==> config.mk <==
export PLATFORM = sky130hd
export DESIGN_NAME = decode_stage
export DESIGN_NICKNAME = d
export VERILOG_FILES = /design/src/verilog/core_pkg.sv /design/src/verilog/decode_stage.sv /design/src/verilog/register_file.sv
export VERILOG_INCLUDE_DIRS = /design/src /design/src/verilog
export SDC_FILE = /design/constraint.sdc
export NUM_CORES = 2
export LEC_CHECK = 0
export BUFFER_PORTS_ARGS = -buffer_cell sky130_fd_sc_hd__buf_2
export CELL_PAD_IN_SITES_DETAIL_PLACEMENT = 2
export CELL_PAD_IN_SITES_GLOBAL_PLACEMENT = 2
export CORE_ASPECT_RATIO = 0.75
export CORE_MARGIN = 4
export CORE_UTILIZATION = 38
export CTS_CLUSTER_DIAMETER = 80
export DETAILED_ROUTE_END_ITERATION = 10
export PLACE_DENSITY_LB_ADDON = 0.1
export SLEW_MARGIN = 20
export SYNTH_ARGS = -nofsm -noshare
export SYNTH_HDL_FRONTEND = slang
export SYNTH_SLANG_ARGS = --single-unit
==> constraint.sdc <==
create_clock -name clk -period 3.88 [get_ports clk]
set_clock_uncertainty 0.2 [all_clocks]
set_input_delay 0.388 -clock clk [delete_from_list [all_inputs] [get_ports clk]]
set_output_delay 0.388 -clock clk [all_outputs]
set_load 0.005 [all_outputs]
==> src/verilog/core_consts.svh <==
`ifndef CORE_CONSTS_SVH
`define CORE_CONSTS_SVH

//////////////////////////////
// Datapath widths
//////////////////////////////

`define CORE_XLEN 32         // Register and bus width
`define CORE_PC_W 12         // Fetch address bits
`define CORE_PC_STEP 4       // One word per fetch

// Register file index
`define CORE_REG_ADDR_W 5

//////////////////////////////
// Data memory
//////////////////////////////

`define CORE_DM_ADDR_W 10    // Word address, both ports
`define CORE_DM_WORDS 1024   // 4 KB of words

// Protocol port byte lanes
`define CORE_BE_W 4

`endif

==> src/verilog/core_pkg.sv <==
`default_nettype none

`include "core_consts.svh"

package core_pkg;

	// Major opcodes kept from RV32I
	typedef enum logic [6:0] {
		op_reg   = 7'h33,    // R-type ALU
		op_imm   = 7'h13,    // I-type ALU
		op_lui   = 7'h37,
		op_load  = 7'h03,    // LW only
		op_store = 7'h23     // SW only
	} opcode_e;

	// ALU operations
	typedef enum logic [3:0] {
		alu_add,
		alu_sub,
		alu_sll,
		alu_slt,
		alu_sltu,
		alu_xor,
		alu_srl,
		alu_sra,
		alu_or,
		alu_and,
		alu_pass_b           // LUI, B straight through
	} alu_op_e;

	//////////////////////////////
	// Stage register contents
	//////////////////////////////

	typedef struct packed {
		alu_op_e alu_op;
		logic    sel_imm;    // Operand B from immediate
		logic    wr_en;      // Register write
		logic    is_load;
		logic    is_store;
	} ctrl_t;

	// Decode to execute
	typedef struct packed {
		ctrl_t                       ctrl;
		logic [`CORE_REG_ADDR_W-1:0] rs_a;    // Zero when unused
		logic [`CORE_REG_ADDR_W-1:0] rs_b;
		logic [`CORE_REG_ADDR_W-1:0] rd;
		logic [`CORE_XLEN-1:0]       val_a;   // Register file values
		logic [`CORE_XLEN-1:0]       val_b;
		logic [`CORE_XLEN-1:0]       imm;
	} id_ex_t;

	// Execute to memory
	typedef struct packed {
		logic                        wr_en;
		logic                        is_load;
		logic                        is_store;
		logic [`CORE_REG_ADDR_W-1:0] rd;
		logic [`CORE_XLEN-1:0]       alu_res;     // Also load/store address
		logic [`CORE_XLEN-1:0]       store_data;
	} ex_mem_t;

	// Memory to writeback
	typedef struct packed {
		logic                        wr_en;
		logic [`CORE_REG_ADDR_W-1:0] rd;
		logic [`CORE_XLEN-1:0]       wr_data;
	} mem_wb_t;

endpackage

`default_nettype wire

==> src/verilog/decode_stage.sv <==
`default_nettype none
`timescale 1ns/1ns

`include "core_consts.svh"

module decode_stage (
	input  wire                   clk,
	input  wire                   arst_n,
	input  wire  [`CORE_XLEN-1:0] id_inst,
	input  wire  core_pkg::mem_wb_t wb,       // Register write from writeback
	output core_pkg::id_ex_t      ex_out,
	output logic                  stall       // Load-use hold of one cycle
);

	core_pkg::opcode_e            opcode;
	logic [2:0]                   funct3;
	logic [`CORE_REG_ADDR_W-1:0]  rs_a_f;     // Raw instruction fields
	logic [`CORE_REG_ADDR_W-1:0]  rs_b_f;
	logic [`CORE_REG_ADDR_W-1:0]  rd_f;
	logic [`CORE_XLEN-1:0]        rf_a;
	logic [`CORE_XLEN-1:0]        rf_b;
	logic [`CORE_XLEN-1:0]        imm;
	logic                         uses_a;
	logic                         uses_b;
	core_pkg::ctrl_t              ctrl;
	core_pkg::id_ex_t             id_next;

	assign opcode = core_pkg::opcode_e'(id_inst[6:0]);
	assign funct3 = id_inst[14:12];
	assign rs_a_f = id_inst[19:15];
	assign rs_b_f = id_inst[24:20];
	assign rd_f   = id_inst[11:7];

	register_file u_register_file (
		.clk    (clk),
		.arst_n (arst_n),
		.wb     (wb),
		.rs_a   (rs_a_f),
		.rs_b   (rs_b_f),
		.rd_a   (rf_a),
		.rd_b   (rf_b)
	);

	// funct3 to ALU op with alt picking SUB or SRA
	function automatic core_pkg::alu_op_e alu_from_funct(input logic [2:0] f3, input logic alt);
		case (f3)
			3'd0:    return alt ? core_pkg::alu_sub : core_pkg::alu_add;
			3'd1:    return core_pkg::alu_sll;
			3'd2:    return core_pkg::alu_slt;
			3'd3:    return core_pkg::alu_sltu;
			3'd4:    return core_pkg::alu_xor;
			3'd5:    return alt ? core_pkg::alu_sra : core_pkg::alu_srl;
			3'd6:    return core_pkg::alu_or;
			default: return core_pkg::alu_and;
		endcase
	endfunction

	//////////////////////////////
	// Control and immediate
	//////////////////////////////

	always_comb begin
		ctrl   = '0;    // ADD, no write, no store
		imm    = '0;
		uses_a = 1'b0;
		uses_b = 1'b0;
		case (opcode)
			core_pkg::op_reg: begin
				ctrl.alu_op = alu_from_funct(funct3, id_inst[30]);
				ctrl.wr_en  = 1'b1;
				uses_a      = 1'b1;
				uses_b      = 1'b1;
			end
			core_pkg::op_imm: begin
				ctrl.alu_op  = alu_from_funct(funct3, (funct3 == 3'd5) && id_inst[30]);    // No SUBI
				ctrl.sel_imm = 1'b1;
				ctrl.wr_en   = 1'b1;
				uses_a       = 1'b1;
				imm          = {{20{id_inst[31]}}, id_inst[31:20]};    // I-type
			end
			core_pkg::op_lui: begin
				ctrl.alu_op  = core_pkg::alu_pass_b;
				ctrl.sel_imm = 1'b1;
				ctrl.wr_en   = 1'b1;
				imm          = {id_inst[31:12], 12'b0};    // U-type
			end
			core_pkg::op_load: begin
				ctrl.sel_imm = 1'b1;
				ctrl.wr_en   = 1'b1;
				ctrl.is_load = 1'b1;
				uses_a       = 1'b1;
				imm          = {{20{id_inst[31]}}, id_inst[31:20]};
			end
			core_pkg::op_store: begin
				ctrl.sel_imm  = 1'b1;
				ctrl.is_store = 1'b1;
				uses_a        = 1'b1;
				uses_b        = 1'b1;    // Store data
				imm           = {{20{id_inst[31]}}, id_inst[31:25], id_inst[11:7]};    // S-type
			end
			default: ;    // Retires as NOP
		endcase
	end

	// Unused sources go out as x0 so nothing forwards into them
	assign id_next = '{
		ctrl:  ctrl,
		rs_a:  uses_a ? rs_a_f : '0,
		rs_b:  uses_b ? rs_b_f : '0,
		rd:    rd_f,
		val_a: rf_a,
		val_b: rf_b,
		imm:   imm
	};

	// Load in execute feeding this instruction
	assign stall = ex_out.ctrl.is_load && (ex_out.rd != '0)
		&& ((uses_a && rs_a_f == ex_out.rd) || (uses_b && rs_b_f == ex_out.rd));

	always_ff @(posedge clk or negedge arst_n) begin
		if (!arst_n) begin
			ex_out <= '0;
		end else if (stall) begin
			ex_out <= '0;    // Bubble
		end else begin
			ex_out <= id_next;
		end
	end

	// Fetch keeps the stalled instruction for the retry
	a_stall_holds: assert property (@(posedge clk) disable iff (!arst_n)
		stall |=> $stable(id_inst));

endmodule

`default_nettype wire

==> src/verilog/register_file.sv <==
`default_nettype none
`timescale 1ns/1ns

`include "core_consts.svh"

module register_file (
	input  wire                          clk,
	input  wire                          arst_n,
	input  wire  core_pkg::mem_wb_t      wb,      // Write port from writeback
	input  wire  [`CORE_REG_ADDR_W-1:0]  rs_a,
	input  wire  [`CORE_REG_ADDR_W-1:0]  rs_b,
	output logic [`CORE_XLEN-1:0]        rd_a,
	output logic [`CORE_XLEN-1:0]        rd_b
);

	logic [`CORE_XLEN-1:0] regs [1:2**`CORE_REG_ADDR_W-1];    // x1..x31 with no storage for x0
	logic                  we;

	assign we = wb.wr_en && (wb.rd != '0);

	always_ff @(posedge clk or negedge arst_n) begin
		if (!arst_n) begin
			for (int i = 1; i < 2**`CORE_REG_ADDR_W; i++) regs[i] <= '0;
		end else if (we) begin
			regs[wb.rd] <= wb.wr_data;
		end
	end

	// Reads see a same-cycle write, so WB to decode needs no forward
	assign rd_a = (rs_a == '0) ? '0 : (we && wb.rd == rs_a) ? wb.wr_data : regs[rs_a];
	assign rd_b = (rs_b == '0) ? '0 : (we && wb.rd == rs_b) ? wb.wr_data : regs[rs_b];

endmodule

`default_nettype wire
==> impl_metrics.yaml <==
synthesis:
  ys_ff_latch: 1111
  avgSynthCellArea_um2: 14.4
  netlist.area_leader.share_pct: 48.2
  syn_nets: 4075
  synth-seq-area-share_pct: 48.2
  synth_ff_type: "dfrtp_1"
  synth_warnings: 0
  ys_types: 67
  yosysMostFrequentCell: "dfrtp_1"
  synth.area.top_cells: "dfrtp_1 48%, mux2_2 21%, mux4_2 17%"
  synth_enable_flop_cells: 0
  ys_async_sr_fraction_pct: 100
  synth_area_mm2: 0.0577
  ys_top_cells_by_count: "1111 x dfrtp_1, 1081 x mux2_2, 433 x mux4_2"
  syn_inst: 4003
  yosysTopAreaCell: "dfrtp_1"
sta:
  fin_ws_ns: 0.397
  min_period_ns: 3.48
  rsz0062_at_grt: "no"
  slew_headroom_pct: 31.6
  max_freq_mhz: 287
  slew_viol_final: 0
  whs_ns: 0.0121
  hold_violations: 0
  finalSetupViolCount: 0
  max_slew.worst_pin.slew_ns: 1.03
  period_share_pct: 89.8
  setup_tns_ns: 0
grt:
  grt-ovfl-total: 0
  antenna_found_initial: 18
  grt_pass1_vias: 42519
  grt_usage_pct: 30.1
  grt_pass1_wl_mm: 344
  grt_max_degree: 118
placed_design:
  place.gp.congestion: 0.796
  dp_slack_ns: 0.380
  place_hpwl_mm: 150
  postPlaceCellArea_mm2: 0.0621
  io_buffer_count: 191
flow_run:
  timing.max_cap.violations: 0
die:
  rows: 123
  dieHeight_um: 346
  coreArea_mm2: 0.151
  die_w_um: 458
  fp.dieArea_mm2: 0.158
  num_io_pins: 192
  start_util_pct: 38.4
clock_tree:
  ctsHtreeMaxLevel: 3
  cts.sinks: 1111
  post-cts-setup-buffer-count: 0
  cts_resized: 0
  cts_buffers: 121
  cts_root_buffer: "clkbuf_16"
  clk_pin_slew_worst_paths_ns: 0.06
  clock_latency_ns: 0.77
  clk_path_buf_depth: 3
  cts_tree: "yes"
drt:
  drc: 0
  wirelength_mm: 240
  vias_per_cell: 6.26
  routedWlPerCell_um: 38.1
  drt_pass1_iterations: 8
  vias: 39466
  drt_iter0_markers: 3214
  postRouteAntennaNets: 0
power:
  leakage_nw: 29.3
  ir_drop_v: 0.000379
  power.density_mw_per_mm2: 522
finish:
  syn_to_final_growth_pct: 15.8
  drive_gt1_share_pct: 51.0
  final_nets: 4272
  fin_area_mm2: 0.0668
  final_core_util_pct: 44.4
hold_path:
  hold_path_class: "input pin to asynchronous set/reset pin"
worst_setup_path:
  startpoint_type: "input pin"
  cp.required_ns: 4.25
  worst_setup_path_end_kind: "register"
  crit_fanout: 38
  worstSetupPathType: "input pin to register"
  worstPathArrival_ns: 3.85
status:
  status: "complete, no violations"
state kept, by name, summed over array words and instances, names as in the netlist:
name / flops
u_register_file.regs: 992
ex_out: 119
metal layers:
layer  part of all wire, %  up-vias  global-route usage [%]
met5                 0.026        -                       0
met1                    46    22310                    43.7
met3                   5.0      345                    5.01
li1                      -    15688                       -
met2                    46     1113                    46.6
met4                   3.2       10                    8.58
final timing paths:
kind                                                start                        end  slack (ns)  cells after the start
worst max-delay path                          id_inst[15]                 ex_out[77]        0.40                      9
worst min-delay path                               arst_n  u_register_file.regs[551]        0.01                      2
worst max register to register                 ex_out[97]                 ex_out[25]        0.41                      7
worst min register to register  u_register_file.regs[647]  u_register_file.regs[647]        0.32                      1
max in group asynchronous                          arst_n  u_register_file.regs[299]        2.21                      3
min in group clk                                    wb[2]                 ex_out[66]        0.05                      3
power by group:
group | switching [mW] | internal (mW)
logic | 3.05 | 4.03
clock network | 5.19 | 6.98
registers | 1.87 | 13.7
total | 10.1 | 24.8
cell families after synthesis:
group	after synthesis	share of synthesized area [%]
multiplexers	1647	40.3
AND/OR/NAND/NOR	400	3.26
AO/OA/AOI/OAI	400	4.84
flip-flops	1111	48.2
XOR/XNOR	20	0.303
buffers and inverters	425	3.15
cells in the final DEF, fill, tap and decap left out, types with 10 or more instances in the layout:
master	instances
dfrtp_1	1111
mux2_2	1081
mux4_2	433
buf_4	196
buf_2	180
mux2i_1	131
clkbuf_16	122
a21oi_1	106
nand2_1	105
nor2_1	97
dlygate4sd3_1	64
a22oi_1	56
a221oi_1	50
buf_12	45
o21ai_0	44
nor3_1	33
clkbuf_8	30
nor2b_1	29
clkbuf_1	29
clkinv_2	24
a221o_1	23
a211oi_1	23
nand3_1	20
a21o_1	20
nand2b_1	18
xnor2_1	17
and2_1	16
a311oi_1	16
nor2_4	16
o22ai_1	15
bufinv_16	10
final cells by class:
cell class | count | area, um^2
sequential | 1111 | 27800
inverter | 6 | 22.5
clock inverter | 44 | 526
clock buffer | 180 | 3560
tap | 2000 | 2500
antenna | 7 | 17.5
fill | 14335 | 83700
multi-input combinational | 2467 | 28400
timing repair buffer | 493 | 4030
critical path: stages:
cell           delay (ns)
dlygate4sd3_1        0.57
buf_8                0.48
buf_12               0.25
xnor2_1              0.14
nand3_1              0.14
nor3_2               0.49
buf_4                0.39
a2111oi_0            0.11
nor4_1               0.82
through the flow:
stage          std cells  power [mW]
2_1_floorplan       4003        19.9
3_3_place_gp        6013        22.4
3_5_place_dp        6013        22.7
4_1_cts             6301        35.1
5_1_grt             6301        36.3
6_report            6308        34.9
repair_timing:
item,4_1_cts,5_1_grt
hold buffers,64,0
endpoints found under the hold margin,234,0
endpoints found under the setup margin,0,0
(Power assumes the default switching activity.)
