### config.mk
export PLATFORM = sky130hd
export DESIGN_NAME = fetch_stage
export DESIGN_NICKNAME = d
export VERILOG_FILES = /design/src/verilog/fetch_stage.sv
export VERILOG_INCLUDE_DIRS = /design/src /design/src/verilog
export SDC_FILE = /design/constraint.sdc
export NUM_CORES = 1
export LEC_CHECK = 0
export BUFFER_PORTS_ARGS = -buffer_cell sky130_fd_sc_hd__buf_4
export CAP_MARGIN = 25
export CELL_PAD_IN_SITES_DETAIL_PLACEMENT = 0
export CELL_PAD_IN_SITES_GLOBAL_PLACEMENT = 1
export CORE_ASPECT_RATIO = 0.9
export CORE_UTILIZATION = 38
export DETAILED_ROUTE_END_ITERATION = 16
export PLACE_DENSITY = 0.9
export SYNTH_ARGS = -nofsm -noshare
export SYNTH_HDL_FRONTEND = slang
export SYNTH_SLANG_ARGS = --single-unit
### constraint.sdc
create_clock -name clk -period 3.4 [get_ports clk]
set_input_delay 0.51 -clock clk [delete_from_list [all_inputs] [get_ports clk]]
set_output_delay 0.51 -clock clk [all_outputs]
set_load 0.05 [all_outputs]
### src/verilog/core_consts.svh
`ifndef CORE_CONSTS_SVH
`define CORE_CONSTS_SVH

//////////////////////////////
// Datapath widths
//////////////////////////////

`define CORE_XLEN 32         // Register and bus width
`define CORE_PC_W 12         // Fetch address bits
`define CORE_PC_STEP 4       // One word per fetch

// Register file index
`define CORE_REG_ADDR_W 5

//////////////////////////////
// Data memory
//////////////////////////////

`define CORE_DM_ADDR_W 10    // Word address, both ports
`define CORE_DM_WORDS 1024   // 4 KB of words

// Protocol port byte lanes
`define CORE_BE_W 4

`endif

### src/verilog/fetch_stage.sv
`default_nettype none
`timescale 1ns/1ns

`include "core_consts.svh"

module fetch_stage (
	input  wire                   clk,
	input  wire                   arst_n,
	input  wire                   stall,     // Load-use hold from decode
	input  wire  [`CORE_XLEN-1:0] inst,      // Same-cycle answer to if_pc
	output logic [`CORE_PC_W-1:0] if_pc,
	output logic [`CORE_XLEN-1:0] id_inst
);

	logic [`CORE_PC_W-1:0] pc;

	assign if_pc = pc;    // Straight to the instruction memory

	// Program counter
	always_ff @(posedge clk or negedge arst_n) begin
		if (!arst_n) begin
			pc <= '0;
		end else if (!stall) begin
			pc <= pc + `CORE_PC_W'(`CORE_PC_STEP);
		end
	end

	//////////////////////////////
	// Fetch/decode register
	//////////////////////////////

	always_ff @(posedge clk or negedge arst_n) begin
		if (!arst_n) begin
			id_inst <= 32'h0000_0013;    // ADDI x0, x0, 0
		end else if (!stall) begin
			id_inst <= inst;
		end
	end

endmodule

`default_nettype wire

==> results of run 1 <==
==> registers in the layout (all words and copies together), names as in the netlist <==
register  flops
if_pc        10
id_inst      32
==> logic make-up after synthesis <==
logic type               count (synthesis)
XOR/XNOR                                 9
multiplexers                            33
flip-flops                              42
adder cells (fa/ha/maj)                  1
buffers and inverters                    9
AND/OR/NAND/NOR                         11
other                                    1
==> through the flow <==
stage	setup slack (ps)	instance area (um^2)	hold slack, ps	util (%)	power [W]
after floorplan	1820	1689	214.4	-	0.001070
after global placement	1938	2297	461.5	55.27	0.001258
after detailed placement	1893	2297	475.3	55.27	0.001273
after CTS	1846	2435	197.0	58.58	0.001744
after global routing	1810	2435	209.6	58.58	0.001807
final	1855	2435	191.4	58.58	0.001725
==> layer usage <==
layer	GRT usage (%)	wire, um
met1	18.99	1397
met2	26.05	1610
met3	6.748	304
met4	3.676	0
met5	0	0
==> power breakdown <==
| group | leakage [nW] | total, W | internal [W] | switching (W) |
|---|---|---|---|---|
| logic | 0.612 | 0.000586 | 0.000203 | 0.000383 |
| clock network | 0.0683 | 0.000465 | 0.000294 | 0.000171 |
| registers | 0.488 | 0.000675 | 0.000581 | 0.0000940 |
| total | 1.17 | 0.00173 | 0.00108 | 0.000648 |
==> cells in the mapped netlist <==
cell,instances
dfrtp_1,39
mux2_2,28
xnor2_1,7
mux2_1,5
buf_2,3
buf_4,3
dfstp_2,3
inv_1,2
nand2_1,2
nor2_1,2
xor2_1,2
and3b_1,1
clkinv_2,1
conb_1,1
ha_1,1
nand2b_4,1
nand4_1,1
nand4_2,1
nand4b_4,1
nor4_2,1
nor4_4,1
==> path summary, 6_finish.rpt <==
kind	start	end	cells after the start
hold reg to reg	if_pc[11]$_DFFE_PN0N_	if_pc[11]$_DFFE_PN0N_	1
min in group clk	inst[14]	id_inst[14]$_DFFE_PN0N_	2
setup reg to reg	if_pc[2]$_DFFE_PN0N_	if_pc[8]$_DFFE_PN0N_	4
max in group asynchronous	arst_n	id_inst[4]$_DFFE_PN1N_	1
hold / removal	arst_n	if_pc[2]$_DFFE_PN0N_	1
setup / recovery	if_pc[4]$_DFFE_PN0N_	if_pc[4]	1
==> area by class of cell <==
| type | instances | area (um^2) |
|---|---|---|
| clock buffer | 5 | 68.82 |
| clock inverter | 3 | 68.82 |
| fill | 348 | 1722 |
| inverter | 3 | 12.51 |
| multi-input combinational | 56 | 584.3 |
| sequential | 42 | 1055 |
| tap | 60 | 75.07 |
| timing repair buffer | 76 | 570.5 |
==> out/results.ini, run 1 <==
[critical_path]
worstPathArrival_ps=1040
critPathTopFamily=flip-flops
slowest_delay_ps=490
reg2reg_slack_ps=2070
crit_path_end_kind=output pin
crit_chain=buf_4
worstSetupPathType=flip-flop to output pin
required_ps=2890
cp-start-kind=flip-flop
crit_slowest_cell=dfrtp_1
path_max_fanout=5
worst-path-buf-inv=1

[timing]
hold_violations=0
slew_headroom_pct=65.14
finalCritPeriodShare_pct=45.45
final_max_slew_viol_count=0
fin_worst_skew_ps=7.326
setup-violations-final=0
finalSetupTns_ps=0
tightest_slew_ps=523.0
clock.fmax_mhz=647.2
rsz0062_at_grt=false
min_period_ps=1545

[detailed_routing]
wl_per_cell_um=13.52
drc=0
final_antenna_net_count=0
viasPerCell=4.535
firstDrtPassIters=3
routed_wl_um=3313
vias=1111
drtIter0Drc=56

[final_layout]
final_common_cell=buf_4
n_antenna_cell=0
syn_to_final_growth_pct=44.47
drive_gt1_share_pct=65.41
layout.cells.non_filler=245
finalNetCount=220
final_cell_mix=buf_4 (76), dfrtp_1 (39), mux2_2 (28)

[die]
rows=22
initial_utilization_pct=40.55
die-area_um2=4706
ios=79
core_area_um2=4156
chipWidth_um=72.20
die_h_um=65.18

[yosys]
synth.avg_cell_area_um2=15.90
netlist_area_um2=1685
synthMuxAreaShare_pct=22.05
synth_top_family_by_area=multiplexers
ys_warn_count=0
ys_top_cells_by_area=dfrtp_1 (58%), mux2_2 (19%), dfstp_2 (4.7%)
synthAdderAreaFrac_pct=0.7424
synth_compound_area_share_pct=0
ys_seq_elements=42
synthSimpleGateAreaFrac_pct=6.756
synth.largest_area_cell=dfrtp_1
yosysTopAreaCellShare_pct=57.91
seq_area_frac_synth_pct=62.58
ys_types=21
synth_xor_area_share_pct=4.677
synthesis.instances=106

[power]
p_leak_nw=1.168
ir_drop_uv=374.9
power.density_nw_per_um2=708.6

[clocking]
cts_buffers=5
cts-root-buf=clkbuf_8
cts_tree=done
clock_path_buffers=2
insertion_delay_ps=290
ctsResizeCount=0
clock-sinks=42
post_cts_buffers=0
htree_levels=2
postCtsHoldBufs=0
clk_pin_slew_ps=90

[grt]
overflow=0
antenna_found_initial=0
gr-usage-all-layers_pct=15.75
grt_pass1_wl_um=5589
grt_pass1_vias=1175
grt_max_degree=43

[placed_design]
globalplace.congestion=0.7237
port_buffers=76
hpwlAfterDp_um=2408
dp_cells=237

[min_path]
hold_path.class=primary input to async pin

[status]
status=finished, final reports clean

[job]
max-cap-violations=0

Power figures use the tool's default switching activity.
==> run 2, diff against run 1 <==
CORE_UTILIZATION = 36   (was 38)
PLACE_DENSITY = 0.86   (was 0.9)
clock period = 1.52 ns   (was 3.4 ns; I/O delays follow)
==> out/results.ini, run 2 (synthesis results as in run 1) <==
[final_layout]
syn_to_final_growth_pct=43.88
largest_reg_flops=32
multi_input_area_um2=584.3
final_common_cell=buf_4
finalNetCount=221
drive_gt1_share_pct=66.13
final-seq-area_um2=1057
top_register=id_inst
n_antenna_cell=0
final_cell_mix=buf_4 (76), dfrtp_1 (37), mux2_2 (28)
fill_cells=379
fin_area_um2=2425

[placed_design]
port_buffers=76
hpwlAfterDp_um=2487
dpl-instance-area_um2=2302
place_ws_ps=275.0
globalplace.congestion=0.6972

[critical_path]
crit_path_end_kind=output pin
path_max_fanout=2
worstPathArrival_ps=1020
slowest_delay_ps=540
worstRegToRegCells=4
worst-path-buf-inv=1
crit_slowest_cell=dfstp_2
regToRegStartpoint=if_pc[2]$_DFFE_PN0N_
worstSetupPathType=flip-flop to output pin
crit_chain=buf_4
required_ps=1290
cp-start-kind=flip-flop
r2r_end=if_pc[8]$_DFFE_PN0N_
reg2reg_slack_ps=320
critPathTopFamily=flip-flops

[timing]
fin_ws_ps=273.2
setup-violations-final=0
rsz0062_at_grt=false
final_max_slew_viol_count=0
clock.fmax_mhz=802.0
slew_headroom_pct=65.69
finalSetupTns_ps=0
whs_ps=148.2
fin_worst_skew_ps=4.341
hold_violations=0
min_period_ps=1247
tightest_slew_ps=514.6
finalCritPeriodShare_pct=82.03

[grt]
grt_pass1_wl_um=5306
antenna_found_initial=0
overflow=0
grt_pass1_vias=1159
gr-usage-all-layers_pct=14.59
grt_max_degree=43

[detailed_routing]
drtIter0Drc=22
routed_wl_um=3329
wl_per_cell_um=13.42
drc=0
viasPerCell=4.520
firstDrtPassIters=4
vias=1121
final_antenna_net_count=0

[die]
rows=23
ios=79
initial_utilization_pct=37.78
die-area_um2=4960
chipWidth_um=74.13
die_h_um=66.91
core_area_um2=4461

[clocking]
cts-root-buf=clkbuf_8
post_cts_buffers=0
clock-sinks=42
clk_pin_slew_ps=80
ctsResizeCount=0
insertion_delay_ps=290
htree_levels=2
postCtsHoldBufs=1
cts_tree=done
cts_buffers=5
clock_path_buffers=2

[job]
max-cap-violations=0

[min_path]
hold_depth=2
hold_path.class=primary input to flip-flop
min_to=id_inst[26]$_DFFE_PN0N_
hp-start=inst[26]

[power]
p_total_w=0.003691
p_leak_nw=1.160
power.density_nw_per_um2=1522
ir_drop_uv=975.0

[status]
status=finished, final reports clean

==> run 2: cell types whose count changed in the layout (fill, tap and decap cells not counted), sizes merged <==
cell / previous run / this run
bufinv: 2 / 1
dlygate4sd3: 0 / 1
inv: 2 / 3
==> run 2: per-layer routing <==
layer  track usage (%)  part of all wire [%]  up-vias
li1                  -                     -      512
met1             17.13                    40      545
met2             22.73                    47       58
met3             6.203                    11        6
met4             7.212                   1.6        0
met5                 0                     0        -
==> run 2: power breakdown <==
| group | total, W | switching (W) | internal, W |
|---|---|---|---|
| clock network | 0.000873 | 0.000381 | 0.000492 |
| registers | 0.00150 | 0.000191 | 0.00130 |
| logic | 0.00132 | 0.000864 | 0.000458 |
| total | 0.00369 | 0.00144 | 0.00225 |
==> run 2: stage by stage <==
stage	instances	util, %
global placement	239	51.61
detailed placement	239	51.61
finish	248	54.36
global route	248	54.36
floorplan	107	-
CTS	248	54.36
==> run 2: worst max-delay path by stage <==
stage                                       from                     to  slack [ps]  cells past startpoint
after floorplan             if_pc[6]$_DFFE_PN0N_  if_pc[11]$_DFFE_PN0N_         110                      3
after global placement                     stall   if_pc[7]$_DFFE_PN0N_         330                      4
after detailed placement                   stall   if_pc[7]$_DFFE_PN0N_         270                      4
after CTS                 id_inst[4]$_DFFE_PN1N_             id_inst[4]         260                      1
after global routing        if_pc[5]$_DFFE_PN0N_  if_pc[11]$_DFFE_PN0N_         220                      3
final                     id_inst[4]$_DFFE_PN1N_             id_inst[4]         270                      1
==> run 2: area by class of cell <==
class | count | area share [%]
repair buffers | 77 | 23.94
clock buffers | 5 | 2.838
multi-input cells | 56 | 24.10
clock inverters | 3 | 1.806
flip-flops and latches | 42 | 43.60
inverters | 3 | 0.5160
well taps | 62 | 3.199
==> run 3, diff against run 2 <==
CORE_UTILIZATION = 32   (was 36)
PLACE_DENSITY = 0.81   (was 0.86)
clock period = 1.1 ns   (was 1.52 ns; I/O delays follow)
==> out/results.ini, run 3 (synthesis results as in run 1) <==
[status]
status=finished, violations left
failed_checks=negative setup slack

[final_layout]
n_antenna_cell=0
syn_to_final_growth_pct=60.28
layout.cells.non_filler=269
drive_gt1_share_pct=73.53
fill_cells=403
finalNetCount=239
top_register=id_inst
final_cell_mix=buf_4 (75), dfrtp_1 (30), mux2_2 (28)
largest_reg_flops=32
final_common_cell=buf_4

[timing]
fin_ws_ps=-69.53
rsz0062_at_grt=true
final_max_slew_viol_count=0
slew_headroom_pct=65.05
tightest_slew_ps=524.2
clock.fmax_mhz=855.0
min_period_ps=1170
finalCritPeriodShare_pct=106.3
hold_violations=0
setup-violations-final=9
fin_worst_skew_ps=5.228

[grt]
grt_max_degree=43
grt_pass1_vias=1297
grt_pass1_wl_um=6106
gr-usage-all-layers_pct=14.54
overflow=0
antenna_found_initial=0

[critical_path]
worst-path-stages=2
worst-path-buf-inv=2
path_max_fanout=3
worstRegToRegCells=4
required_ps=940
crit_slowest_cell=dfrtp_2
worstPathArrival_ps=1000
worstSetupPathType=flip-flop to output pin
crit_chain=buf_6 -> buf_8
reg2reg_slack_ps=10
regToRegStartpoint=if_pc[4]$_DFFE_PN0N_
r2r_end=if_pc[11]$_DFFE_PN0N_
cp-start-kind=flip-flop
crit_path_end_kind=output pin
slowest_delay_ps=440
critPathTopFamily=flip-flops

[clocking]
insertion_delay_ps=290
cts_buffers=5
clock-sinks=42
clk_pin_slew_ps=80
htree_levels=2
cts-root-buf=clkbuf_8
clock_path_buffers=2
cts_tree=done

[die]
core_area_um2=4955
rows=24
ios=79
chipWidth_um=78.50
initial_utilization_pct=34.02
die-area_um2=5562
die_h_um=70.85

[detailed_routing]
wl_met1_um=1457
routed_wl_um=3590
drc=0
firstDrtPassIters=4
final_antenna_net_count=0
viasPerCell=4.457
routed-wl-met3_um=308
wl_per_cell_um=13.35
dr_wl_met2_um=1778
drtIter0Drc=19
vias=1199
top_layer=met4

[power]
p_leak_nw=1.261
p_total_w=0.005747
ir_drop_uv=1285
power.density_nw_per_um2=2128

[placed_design]
dp_cells=250
globalplace.congestion=0.7022
hpwlAfterDp_um=2551
port_buffers=76

[min_path]
hp-start=inst[14]
min_to=id_inst[14]$_DFFE_PN0N_
hold_depth=2
hold_path.class=primary input to flip-flop

[job]
max-cap-violations=0

run 3: cell types whose count changed in the layout (fill, tap and decap cells not counted), sizes merged:
| cell | delta |
|---|---|
| bufinv | -1 |
| clkinvlp | +1 |
| buf | +18 |
| clkbuf | +1 |
| inv | -1 |
run 3: per-stage QoR:
stage	setup WS (ps)	util (%)	TNS [ps]	hold WS [ps]	instance area (um^2)
floorplan	-204.0	-	-728.0	-130.6	1722
global route	-107.2	54.52	-972.5	74.27	2701
CTS	-76.88	54.02	-491.7	82.44	2676
detailed placement	23.10	48.61	0	181.1	2409
finish	-69.53	54.52	-402.8	88.18	2701
global placement	52.60	48.61	0	167.2	2409
run 3: worst register-to-register path: stages, from the launching register on:
cell	delay (ps)
dfrtp_2	420
buf_6	120
nand4b_4	140
nor4_4	170
xor2_1	160
run 3: final cells by class:
cell class              count  area [um^2]  share of cell area [%]
flip-flops and latches     42         1066                   39.46
repair buffers             95        829.5                   30.71
multi-input cells          56        616.8                   22.83
well taps                  65        81.33                   3.011
inverters                   3        12.51                  0.4632
clock buffers               6        82.58                   3.057
clock inverters             2        12.51                  0.4632
run 3: worst max path at each step:
stage                     slack [ps]            startpoint                   end
after floorplan                 -200  if_pc[2]$_DFFE_PN0N_  if_pc[8]$_DFFE_PN0N_
after global placement            50  if_pc[3]$_DFFE_PN0N_  if_pc[8]$_DFFE_PN0N_
after detailed placement          20  if_pc[3]$_DFFE_PN0N_  if_pc[8]$_DFFE_PN0N_
after CTS                        -80  if_pc[3]$_DFFE_PN0N_              if_pc[3]
after global routing            -110  if_pc[2]$_DFFE_PN0N_              if_pc[2]
final                            -70  if_pc[2]$_DFFE_PN0N_              if_pc[2]
run 3: what timing repair did:
action	4_1_cts	5_1_grt
hold buffers	1	0
hold endpoints to repair	39	0
buffers inserted	8	2
gates resized for setup	26	3
pin swaps	1	3
endpoints found under the setup margin	10	16
run 3: report_power, final:
group          switching, W  leakage [nW]  internal [W]  total (W)
Combinational       0.00146         0.735       0.00124    0.00269
Clock              0.000518        0.0472      0.000504    0.00102
Sequential         0.000209         0.479       0.00182    0.00203
Total               0.00219          1.26       0.00356    0.00575
run 3: routing by layer:
layer / track usage (%) / vias to the layer above
met5: 0 / -
met4: 4.938 / 0
met3: 6.323 / 6
met2: 23.86 / 62
met1: 17.01 / 580
li1: - / 551
